### config.mk
export PLATFORM = sky130hd
export DESIGN_NAME = wb2sdrc_top
export DESIGN_NICKNAME = d
export VERILOG_FILES = /design/src/logic/wb2sdrc_pkg.sv /design/src/logic/sync_fifo.sv /design/src/logic/sdr_cmd_path.sv /design/src/logic/sdr_rd_return.sv /design/src/logic/wb_ack_ctrl.sv /design/src/logic/wb2sdrc_top.sv
export VERILOG_INCLUDE_DIRS = /design/src /design/src/logic
export SDC_FILE = /design/constraint.sdc
export NUM_CORES = 1
export LEC_CHECK = 0
export BUFFER_PORTS_ARGS = -buffer_cell sky130_fd_sc_hd__clkbuf_2
export CAP_MARGIN = 30
export CELL_PAD_IN_SITES_DETAIL_PLACEMENT = 1
export CELL_PAD_IN_SITES_GLOBAL_PLACEMENT = 1
export CORE_MARGIN = 4
export CORE_UTILIZATION = 51
export CTS_BUF_LIST = sky130_fd_sc_hd__clkbuf_4 sky130_fd_sc_hd__clkbuf_8
export DETAILED_ROUTE_END_ITERATION = 6
export PLACE_DENSITY_LB_ADDON = 0.1
export RECOVER_POWER = 100
export SETUP_SLACK_MARGIN = 0.5
export SLEW_MARGIN = 10
export SYNTH_ARGS = -nofsm -noshare
export SYNTH_HDL_FRONTEND = slang
export SYNTH_SLANG_ARGS = --single-unit
### constraint.sdc
create_clock -name sdram_clk -period 8.7 [get_ports sdram_clk]
set_input_delay 2.175 -clock sdram_clk [delete_from_list [all_inputs] [get_ports sdram_clk]]
set_output_delay 2.175 -clock sdram_clk [all_outputs]
set_load 0.01 [all_outputs]
### src/logic/wb2sdrc_consts.svh
// ------------------------------------------------
// widths and queue depths of the wishbone to sdram
// controller bridge, included by the package and rtl
// ------------------------------------------------
`ifndef WB2SDRC_CONSTS_SVH
`define WB2SDRC_CONSTS_SVH

// data word width, bytes follow from it
`define WB2SDRC_DW 32

// application word address width
`define WB2SDRC_AW 26

// command queue, one entry per request
`define WB2SDRC_CMD_DEPTH 4

// write data plus byte mask queue
`define WB2SDRC_WDATA_DEPTH 8

// read return queue
`define WB2SDRC_RDATA_DEPTH 4

`endif

### src/logic/wb2sdrc_pkg.sv
// ------------------------------------------------
// named vector types shared by the bridge rtl and the
// controller stub, import where a type is needed
// ------------------------------------------------
`include "wb2sdrc_consts.svh"

package wb2sdrc_pkg;

	// request address, one word per request
	typedef logic [`WB2SDRC_AW-1:0] addr_t;

	// one data word, same width both directions
	typedef logic [`WB2SDRC_DW-1:0] data_t;

	// byte lanes
	// active high as wb_sel_i, active low toward the controller
	typedef logic [`WB2SDRC_DW/8-1:0] sel_t;

endpackage

### src/logic/sync_fifo.sv
// ------------------------------------------------
// show-ahead synchronous fifo, head word valid while
// not empty, pop and push may happen in one cycle
// ------------------------------------------------
module sync_fifo #(
	parameter int unsigned width = 8,
	parameter int unsigned depth = 4
) (
	input  logic             sdram_clk,
	input  logic             wb_clk_i,
	input  logic             push_i,
	input  logic             pop_i,
	input  logic [width-1:0] wdata_i,
	output logic [width-1:0] rdata_o,
	output logic             full_o,
	output logic             empty_o
);

	localparam int unsigned aw = (depth > 1) ? $clog2(depth) : 1;
	localparam int unsigned cw = $clog2(depth + 1);

	// storage, no reset needed on payload
	logic [width-1:0] mem [depth];

	logic [aw-1:0] wr_ptr;
	logic [aw-1:0] rd_ptr;
	logic [cw-1:0] count;

	logic do_push;
	logic do_pop;

	assign do_push = push_i && !full_o;
	assign do_pop  = pop_i && !empty_o;

	// flags straight off the registered count
	assign full_o  = (count == cw'(depth));
	assign empty_o = (count == '0);

	// head word shown combinationally
	assign rdata_o = mem[rd_ptr];

	always_ff @(posedge sdram_clk) begin
		if (do_push) begin
			mem[wr_ptr] <= wdata_i;
		end
	end

	// --------------------------------------------------
	// pointers and occupancy
	// --------------------------------------------------
	always_ff @(posedge sdram_clk or posedge wb_clk_i) begin
		if (wb_clk_i) begin
			wr_ptr <= '0;
			rd_ptr <= '0;
			count  <= '0;
		end else begin
			// wrap at depth, depth need not be a power of two
			if (do_push) begin
				wr_ptr <= (wr_ptr == aw'(depth - 1)) ? '0 : wr_ptr + 1'b1;
			end
			if (do_pop) begin
				rd_ptr <= (rd_ptr == aw'(depth - 1)) ? '0 : rd_ptr + 1'b1;
			end
			// simultaneous push and pop leaves count alone
			if (do_push && !do_pop) begin
				count <= count + 1'b1;
			end else if (do_pop && !do_push) begin
				count <= count - 1'b1;
			end
		end
	end

	// callers must respect the flags
	a_no_overflow: assert property (
		@(posedge sdram_clk) disable iff (wb_clk_i)
		full_o |-> !push_i
	) else $error("fifo push while full");

	a_no_underflow: assert property (
		@(posedge sdram_clk) disable iff (wb_clk_i)
		empty_o |-> !pop_i
	) else $error("fifo pop while empty");

endmodule

### src/logic/sdr_cmd_path.sv
// ------------------------------------------------
// write side of the bridge: command queue and write
// data queue, heads presented to the sdram controller
// ------------------------------------------------
`include "wb2sdrc_consts.svh"

module sdr_cmd_path (
	input  logic                sdram_clk,
	input  logic                wb_clk_i,
	input  logic                cmd_push_i,
	input  logic                wdata_push_i,
	input  logic                wb_we_i,
	input  wb2sdrc_pkg::addr_t  wb_addr_i,
	input  wb2sdrc_pkg::data_t  wb_dat_i,
	input  wb2sdrc_pkg::sel_t   wb_sel_i,
	input  logic                sdr_req_ack_i,
	input  logic                sdr_wr_next_i,
	output logic                sdr_req_o,
	output wb2sdrc_pkg::addr_t  sdr_req_addr_o,
	output logic                sdr_req_wr_n_o,
	output wb2sdrc_pkg::sel_t   sdr_wr_en_n_o,
	output wb2sdrc_pkg::data_t  sdr_wr_data_o,
	output logic                cmd_full_o,
	output logic                wdata_full_o
);

	import wb2sdrc_pkg::*;

	// command entry is {wr_n, addr}
	localparam int unsigned cmd_w = $bits(addr_t) + 1;
	// write entry is {mask_n, data}
	localparam int unsigned wd_w  = $bits(sel_t) + $bits(data_t);

	logic [cmd_w-1:0] cmd_in;
	logic [cmd_w-1:0] cmd_head;
	logic [wd_w-1:0]  wd_in;
	logic [wd_w-1:0]  wd_head;
	logic             cmd_empty;

	// controller mask is active low
	sel_t wr_mask_n;

	assign wr_mask_n = ~wb_sel_i;

	// --------------------------------------------------
	// command queue
	// --------------------------------------------------
	// wr_n low marks a write
	assign cmd_in = {!wb_we_i, wb_addr_i};

	sync_fifo #(
		.width (cmd_w),
		.depth (`WB2SDRC_CMD_DEPTH)
	) u_cmd_fifo (
		.sdram_clk (sdram_clk),
		.wb_clk_i  (wb_clk_i),
		.push_i    (cmd_push_i),
		.pop_i     (sdr_req_ack_i),
		.wdata_i   (cmd_in),
		.rdata_o   (cmd_head),
		.full_o    (cmd_full_o),
		.empty_o   (cmd_empty)
	);

	// request held while anything waits
	assign sdr_req_o = !cmd_empty;
	assign {sdr_req_wr_n_o, sdr_req_addr_o} = cmd_head;

	// --------------------------------------------------
	// write data queue
	// --------------------------------------------------
	assign wd_in = {wr_mask_n, wb_dat_i};

	// popped by wr_next, one entry per write command
	sync_fifo #(
		.width (wd_w),
		.depth (`WB2SDRC_WDATA_DEPTH)
	) u_wdata_fifo (
		.sdram_clk (sdram_clk),
		.wb_clk_i  (wb_clk_i),
		.push_i    (wdata_push_i),
		.pop_i     (sdr_wr_next_i),
		.wdata_i   (wd_in),
		.rdata_o   (wd_head),
		.full_o    (wdata_full_o),
		.empty_o   ()
	);

	assign {sdr_wr_en_n_o, sdr_wr_data_o} = wd_head;

endmodule

### src/logic/sdr_rd_return.sv
// ------------------------------------------------
// read return queue, filled by the controller read
// strobe and drained by the wishbone read acknowledge
// ------------------------------------------------
`include "wb2sdrc_consts.svh"

module sdr_rd_return (
	input  logic                sdram_clk,
	input  logic                wb_clk_i,
	input  logic                sdr_rd_valid_i,
	input  wb2sdrc_pkg::data_t  sdr_rd_data_i,
	input  logic                rdata_pop_i,
	output wb2sdrc_pkg::data_t  wb_dat_o,
	output logic                rdata_empty_o
);

	import wb2sdrc_pkg::*;

	localparam int unsigned rd_w = $bits(data_t);

	logic rdata_full;

	// head word drives wb_dat_o directly
	// readable the cycle after rd_valid
	sync_fifo #(
		.width (rd_w),
		.depth (`WB2SDRC_RDATA_DEPTH)
	) u_rdata_fifo (
		.sdram_clk (sdram_clk),
		.wb_clk_i  (wb_clk_i),
		.push_i    (sdr_rd_valid_i),
		.pop_i     (rdata_pop_i),
		.wdata_i   (sdr_rd_data_i),
		.rdata_o   (wb_dat_o),
		.full_o    (rdata_full),
		.empty_o   (rdata_empty_o)
	);

	// --------------------------------------------------
	// return data never meets a full queue
	// --------------------------------------------------
	// only one read is ever outstanding, so the previous word
	// has been acked and popped before the next one returns
	a_rd_room: assert property (
		@(posedge sdram_clk) disable iff (wb_clk_i)
		sdr_rd_valid_i |-> (!rdata_full && rdata_empty_o)
	) else $error("read data returned with read queue occupied");

endmodule

### src/logic/wb_ack_ctrl.sv
// ------------------------------------------------
// wishbone acknowledge and queue strobes along with the
// pending read flag that limits reads to one at a time
// ------------------------------------------------
module wb_ack_ctrl (
	input  logic sdram_clk,
	input  logic wb_clk_i,
	input  logic wb_cyc_i,
	input  logic wb_stb_i,
	input  logic wb_we_i,
	input  logic cmd_full_i,
	input  logic wdata_full_i,
	input  logic rdata_empty_i,
	output logic wb_ack_o,
	output logic cmd_push_o,
	output logic wdata_push_o,
	output logic rdata_pop_o
);

	logic wb_req;
	logic wr_ack;
	logic rd_ack;
	logic rd_cmd_push;
	logic pending_read;

	// valid bus cycle
	assign wb_req = wb_cyc_i && wb_stb_i;

	// --------------------------------------------------
	// acknowledge
	// --------------------------------------------------
	// write acked at once when both queues have room
	assign wr_ack = wb_req && wb_we_i && !cmd_full_i && !wdata_full_i;

	// read acked together with the returned word
	assign rd_ack = wb_req && !wb_we_i && !rdata_empty_i;

	assign wb_ack_o = wr_ack || rd_ack;

	// --------------------------------------------------
	// queue strobes
	// --------------------------------------------------
	// pending flag holds off a second read command
	assign rd_cmd_push = wb_req && !wb_we_i && !cmd_full_i && !pending_read;

	// write pushes command and data on the ack edge
	assign cmd_push_o   = wr_ack || rd_cmd_push;
	assign wdata_push_o = wr_ack;
	assign rdata_pop_o  = rd_ack;

	// set on the read command edge
	// cleared by the read ack
	always_ff @(posedge sdram_clk or posedge wb_clk_i) begin
		if (wb_clk_i) begin
			pending_read <= 1'b0;
		end else if (rd_cmd_push) begin
			pending_read <= 1'b1;
		end else if (rd_ack) begin
			pending_read <= 1'b0;
		end
	end

	// a new read finds the return queue drained
	a_one_read: assert property (
		@(posedge sdram_clk) disable iff (wb_clk_i)
		rd_cmd_push |-> rdata_empty_i
	) else $error("read command issued with returned data still queued");

endmodule

### src/logic/wb2sdrc_top.sv
// ------------------------------------------------
// bridge top: wishbone slave port on one side, sdram
// controller request and data handshakes on the other
// ------------------------------------------------
module wb2sdrc_top (
	input  logic                sdram_clk,
	input  logic                wb_clk_i,

	// wishbone slave
	input  logic                wb_cyc_i,
	input  logic                wb_stb_i,
	input  logic                wb_we_i,
	input  wb2sdrc_pkg::addr_t  wb_addr_i,
	input  wb2sdrc_pkg::data_t  wb_dat_i,
	input  wb2sdrc_pkg::sel_t   wb_sel_i,
	output wb2sdrc_pkg::data_t  wb_dat_o,
	output logic                wb_ack_o,

	// sdram controller handshakes
	output logic                sdr_req_o,
	output wb2sdrc_pkg::addr_t  sdr_req_addr_o,
	output logic                sdr_req_wr_n_o,
	input  logic                sdr_req_ack_i,
	output wb2sdrc_pkg::sel_t   sdr_wr_en_n_o,
	input  logic                sdr_wr_next_i,
	output wb2sdrc_pkg::data_t  sdr_wr_data_o,
	input  logic                sdr_rd_valid_i,
	input  wb2sdrc_pkg::data_t  sdr_rd_data_i
);

	// status from the paths
	logic cmd_full;
	logic wdata_full;
	logic rdata_empty;

	// strobes into the paths
	logic cmd_push;
	logic wdata_push;
	logic rdata_pop;

	// --------------------------------------------------
	// write path
	// --------------------------------------------------
	sdr_cmd_path u_cmd_path (
		.sdram_clk      (sdram_clk),
		.wb_clk_i       (wb_clk_i),
		.cmd_push_i     (cmd_push),
		.wdata_push_i   (wdata_push),
		.wb_we_i        (wb_we_i),
		.wb_addr_i      (wb_addr_i),
		.wb_dat_i       (wb_dat_i),
		.wb_sel_i       (wb_sel_i),
		.sdr_req_ack_i  (sdr_req_ack_i),
		.sdr_wr_next_i  (sdr_wr_next_i),
		.sdr_req_o      (sdr_req_o),
		.sdr_req_addr_o (sdr_req_addr_o),
		.sdr_req_wr_n_o (sdr_req_wr_n_o),
		.sdr_wr_en_n_o  (sdr_wr_en_n_o),
		.sdr_wr_data_o  (sdr_wr_data_o),
		.cmd_full_o     (cmd_full),
		.wdata_full_o   (wdata_full)
	);

	// read return path
	sdr_rd_return u_rd_return (
		.sdram_clk      (sdram_clk),
		.wb_clk_i       (wb_clk_i),
		.sdr_rd_valid_i (sdr_rd_valid_i),
		.sdr_rd_data_i  (sdr_rd_data_i),
		.rdata_pop_i    (rdata_pop),
		.wb_dat_o       (wb_dat_o),
		.rdata_empty_o  (rdata_empty)
	);

	// --------------------------------------------------
	// acknowledge control
	// --------------------------------------------------
	wb_ack_ctrl u_ack_ctrl (
		.sdram_clk     (sdram_clk),
		.wb_clk_i      (wb_clk_i),
		.wb_cyc_i      (wb_cyc_i),
		.wb_stb_i      (wb_stb_i),
		.wb_we_i       (wb_we_i),
		.cmd_full_i    (cmd_full),
		.wdata_full_i  (wdata_full),
		.rdata_empty_i (rdata_empty),
		.wb_ack_o      (wb_ack_o),
		.cmd_push_o    (cmd_push),
		.wdata_push_o  (wdata_push),
		.rdata_pop_o   (rdata_pop)
	);

endmodule

**Word-level counts from Yosys, hierarchy flattened**

Memories as Yosys holds them, arrays and structs flattened.
Cells that the tools add are included.

- Bitwise operators: 1
- Multiplexer cells: 20
- Eq/ne operators: 9
- $add $sub $neg: 12
- Reductions and logical operators: 43

Operators by type and width:

| operator | number |
|---|---|
| logical AND 1 bit | 20 |
| two-way mux 3 bit | 6 |
| logical NOT 1 bit | 14 |
| adder 3 x 1 -> 3 bit, second input constant | 4 |
| equality test 3 bit, second input constant | 4 |
| adder 2 x 1 -> 2 bit, second input constant | 4 |
| equality test 2 bit, second input constant | 4 |
| two-way mux 1 bit | 8 |
| two-way mux 2 bit | 4 |
| two-way mux 4 bit | 2 |
| nonzero test 2 bit | 4 |
| logical NOT 3 bit | 2 |
| subtractor 3 x 1 -> 3 bit, second input constant | 2 |
| adder 4 x 1 -> 4 bit, second input constant | 1 |
| equality test 4 bit, second input constant | 1 |
| logical NOT 4 bit | 1 |
| inverter 4 bit | 1 |
| subtractor 4 x 1 -> 4 bit, second input constant | 1 |
| logical OR 1 bit | 2 |

- Flip-flop bits (word level): 25
- Bits of input ports: 102
- Memories kept: 3
- RAM bits: 524
- Logic and storage cells: 98
- Output and inout bits: 97

Memories:

| memory | depth | bits a word | read ports | clocked after Yosys merged registers in | wr ports | RTL line | RTL |
|---|---|---|---|---|---|---|---|
| u_cmd_path.u_wdata_fifo.mem | 8 | 36 | 1 | 0 | 1 | sync_fifo.sv:23 | `logic [width-1:0] mem [depth];` |
| u_rd_return.u_rdata_fifo.mem | 4 | 32 | 1 | 0 | 1 | sync_fifo.sv:23 |  |
| u_cmd_path.u_cmd_fifo.mem | 4 | 27 | 1 | 0 | 1 | sync_fifo.sv:23 |  |

**Depth between registers and ports, before layout**

- Depth in word-level cells: 10
- Depth in mapped cells: 11

**Modules after synthesis**

Synthesis repeated with hierarchy kept, for this count alone.

- Cells, all modules: 884
- Area, all modules: 21003.9 um^2

Modules (own cells, without submodules):

| module | sequential area each (um^2) | area an instance (um^2) | cells an instance | times used |
|---|---|---|---|---|
| sync_fifo (u_cmd_path.u_wdata_fifo) | 8898.5 | 11476.0 | 480 | 1 |
| sync_fifo (u_rd_return.u_rdata_fifo) | 4018.9 | 5059.9 | 206 | 1 |
| sync_fifo (u_cmd_path.u_cmd_fifo) | 3418.3 | 4340.4 | 179 | 1 |
| wb_ack_ctrl | 25.0 | 105.1 | 13 | 1 |
| sdr_cmd_path | 0.0 | 22.5 | 6 | 1 |

**Worst setup path before layout**

No wires, ideal clock.

- Path kind: input to register
- Start point: input port wb_cyc_i
- End point: memory u_cmd_path.u_wdata_fifo.mem[2][0] (netlist bit), enable pin
- Arrival: 6.491 ns
- Required time: 8.168 ns
- Cell stages on the path: 3
- Path buffers: 0
- Path slack: 1.677 ns
- Path through: nand3_1 > or3_4 > nor4b_1

- Longest elaborated chain between the ends: 7

RTL lines:

| element | RTL line | RTL |
|---|---|---|
| start, declared | wb2sdrc_top.sv:10 | `input logic wb_cyc_i,` |
| logical AND 1 bit | wb_ack_ctrl.sv:27 | `assign wb_req = wb_cyc_i && wb_stb_i;` |
| logical AND 1 bit (3 in a row) | wb_ack_ctrl.sv:33 | `assign wr_ack = wb_req && wb_we_i && !cmd_full_i && !wdata_full_i;` |
| logical AND 1 bit | sync_fifo.sv:32 | `assign do_push = push_i && !full_o;` |
| two-way mux 1 bit | sync_fifo.sv:43 | `if (do_push) begin` |
| two-way mux 1 bit (implied by the code) | sync_fifo.sv:44 | `mem[wr_ptr] <= wdata_i;` |
| end, declared | sync_fifo.sv:23 |  |

No other way between the ends.

**Worst setup path after layout**

- Start point: register u_cmd_path.u_wdata_fifo.rd_ptr[0]
- End point: output port sdr_wr_data_o[2]

- Longest elaborated chain between the ends: 1

RTL lines:

| element | RTL line | RTL |
|---|---|---|
| start, declared | sync_fifo.sv:26 | `logic [aw-1:0] rd_ptr;` |
| start signal, assigned | sync_fifo.sv:62 | `rd_ptr <= (rd_ptr == aw'(depth - 1)) ? '0 : rd_ptr + 1'b1;` |
| memory read (8 x 36 bit) | - |  |
| end, declared | wb2sdrc_top.sv:26 | `output wb2sdrc_pkg::data_t sdr_wr_data_o,` |

No other way between the ends.

==> key figures <==
Final layout
  • Most frequent cells in the layout: edfxtp_1 (524), clkbuf_1 (192), mux4_2 (131), clkbuf_8 (90), mux2_2 (35)
  • Fillers: 3453
  • Syn-to-layout area delta: 14.17%
  • Final non-filler cell total: 1730
  • Util after Layout: 0.5935
  • Net count, final: 1263
  • Area of the multi-input gates: 4217 um^2
  • Finished Cell Area: 23800 um^2
  • Register area: 16370 um^2
  • Most common cell after layout, fill and taps aside: edfxtp_1
  • Layout cells sized above 1: 0.2741

Clocking
  • CTS tree: yes
  • Setup bufs post-CTS: 0
  • Cts repair resizes: 0
  • Worst-path clk slew: 60 ps
  • CTS Root Cell: clkbuf_8
  • H-tree lvl count: 3
  • CTS Buf Count: 88
  • Worst-Skew Late Latency: 630 ps
  • CTS max path bufs: 3
  • CTS Sinks: 549
  • Hold Buf Count CTS: 0

Global routing
  • Vias in the first global route: 10700
  • Antenna violations before repair: 3
  • Total GRT Usage: 0.1911
  • Global route total overflow: 0
  • Largest net degree at the start of global routing: 55
  • First-pass GRT wire length: 63940 um

Job
  • Max-Cap Viols: 19

Die
  • Rows: 73
  • Starting Density: 0.5199
  • Core area: 40100 um^2
  • Die width: 210.2 um
  • Total die area: 44170 um^2
  • Die Height: 210.2 um
  • IO Count: 199

Status
  • Failing checks: capacitance limit, slew limit
  • Outcome: finished with violations

Place
  • Worst slack, placed: 3447 ps
  • Count of input and output buffers: 198
  • Hpwl dp: 23810 um
  • Post-DP Area: 22530 um^2
  • RePlAce Congestion: 0.6973
  • Dpl cells: 1574

Power and ir drop
  • Total power draw: 7.436 mW
  • Power per cell area: 312.5 nW/um^2
  • Maximum vdd ir drop: 152.5 uV
  • Leak: 7.629 nW

Yosys
  • Synth async-reset ratio: 0.04554
  • Post-synth EDFFs: 524
  • Synth top area cells: edfxtp_1 (75%), mux4_2 (14%), dfrtp_1 (3.0%)
  • Post-synth net total: 991
  • Synth warn: 0
  • #FFs+latches synth: 549
  • Yosys top cell by area: edfxtp_1
  • Post-synthesis sequential area ratio: 0.7849
  • Synth top area share: 0.7549
  • Synth unique cells: 38
  • Cell count after synthesis: 867
  • Mapped Area: 20840 um^2
  • Post-synth top flop: edfxtp_1
  • Syn Area/Cell: 24.04 um^2

Routing
  • Avg WL per Cell: 23.90 um
  • Routed vias: 9537
  • Via/cell ratio: 5.513
  • Initial DRC count: 620
  • WL final: 41350 um
  • Antenna-violating nets left: 0
  • Pre-antenna DRT Iters: 5
  • # DRC: 0

STA
  • Tmin final: 6707 ps
  • Clock skew: 26.09 ps
  • Slew headroom: -1.010
  • Fin. Hold Viols: 0
  • Unrepaired setup endpoints after global routing: no
  • Setup_tns: 0 ps
  • Setup ws final: 1993 ps
  • Final setup fails: 0
  • Pins Over Slew Limit: 623
  • Final period util: 0.7710
  • Worst-Margin Slew: 3015 ps
  • Worst Hold Slack: 488.9 ps
  • Fmax: 149.1 MHz

Critical path
  • Crit-path max cell delay: 1960 ps
  • CP Cell Sequence: buf_4, mux4_2, mux2_2, clkbuf_2
  • Slowest cell on the critical path: dfrtp_1
  • CP required: 6530 ps
  • CP Buf/Inv Count: 2
  • CP Data Arrival Time: 4530 ps
  • CP endpoint kind: primary output
  • Critical path launch point type: flip-flop
  • WS Path Type: flip-flop to primary output
  • Critical path fanouts, max: 39
  • Cell family with most CP delay: flip-flops
  • Worst setup path startpoint: u_cmd_path.u_wdata_fifo.rd_ptr[0]$_DFFE_PP0P_
  • Worst R2R Start: u_cmd_path.u_cmd_fifo.count[0]$_DFFE_PP0P_

Worst hold path
  • Path type of the worst min-delay path: flip-flop to flip-flop
  • Hold path start: u_cmd_path.u_cmd_fifo.count[2]$_DFFE_PP0P_
## path summary, 6_finish.rpt
kind	to	slack, ps	cells after the start
worst max-delay path	sdr_wr_data_o[2]	1990	4
worst min register to register	u_cmd_path.u_cmd_fifo.count[2]$_DFFE_PP0P_	490	1
max in group asynchronous	u_cmd_path.u_wdata_fifo.rd_ptr[1]$_DFFE_PP0P_	5870	3
worst min-delay path	u_cmd_path.u_cmd_fifo.count[2]$_DFFE_PP0P_	490	1
worst max register to register	u_cmd_path.u_wdata_fifo.mem[5][10]$_DFFE_PP_	4310	7
min in group asynchronous	u_cmd_path.u_cmd_fifo.count[2]$_DFFE_PP0P_	1490	2
## layout make-up
| cell class | instances | area share |
|---|---|---|
| clock inverters | 42 | 0.009516 |
| repair buffers | 218 | 0.03628 |
| inverters | 14 | 0.002261 |
| multi-input cells | 268 | 0.1772 |
| flip-flops and latches | 549 | 0.6877 |
| well taps | 525 | 0.02760 |
| diodes | 1 | 0.0001052 |
| clock buffers | 113 | 0.05931 |
## state kept, by name (all words and copies together), names as in the netlist
name and count:
u_cmd_path.u_cmd_fifo.mem 108, u_rd_return.u_rdata_fifo.mem 128, u_cmd_path.u_cmd_fifo.count 3, u_cmd_path.u_wdata_fifo.count 4, u_cmd_path.u_wdata_fifo.rd_ptr 3, u_rd_return.u_rdata_fifo.count 3, u_cmd_path.u_wdata_fifo.wr_ptr 3, u_rd_return.u_rdata_fifo.wr_ptr 2
u_cmd_path.u_wdata_fifo.mem 288, u_rd_return.u_rdata_fifo.rd_ptr 2, u_ack_ctrl.pending_read 1, u_cmd_path.u_cmd_fifo.wr_ptr 2, u_cmd_path.u_cmd_fifo.rd_ptr 2
## cells in the mapped netlist (2+ instances only)
master	n
edfxtp_1	524
mux4_2	131
mux2_2	42
dfrtp_1	25
ha_1	19
inv_1	13
clkbuf_1	11
buf_2	10
and2_1	9
nand2_1	9
buf_1	7
nor2_1	7
nor3_1	7
buf_6	6
mux2_1	6
xnor2_1	5
xor2_1	4
a21o_1	3
fa_1	3
o21ai_0	3
a21oi_1	2
nand3_1	2
nor3b_2	2
nor4b_1	2
or3_1	2
## per-layer routing
metal / share of wire / up-vias / global-route usage
li1: - / 4204 / -
met1: 0.43 / 5010 / 0.2671
met2: 0.50 / 258 / 0.3107
met3: 0.055 / 61 / 0.04554
met4: 0.018 / 4 / 0.04883
met5: 0.00036 / - / 0
## kinds of logic after synthesis
group	Yosys count	synth area share
AND/OR/NAND/NOR	45	0.01225
multiplexers	179	0.1675
buffers and inverters	50	0.01261
AO/OA/AOI/OAI	13	0.004742
flip-flops	549	0.7849
adder cells (fa/ha/maj)	22	0.01429
XOR/XNOR	9	0.003781
## power by group
group / switching (mW) / leakage (nW) / total [mW] / internal, mW
clock: 0.957 / 0.869 / 2.05 / 1.09
combinational: 1.01 / 1.72 / 1.96 / 0.949
sequential: 0.222 / 5.04 / 3.43 / 3.21
(Power assumes the default switching activity.)
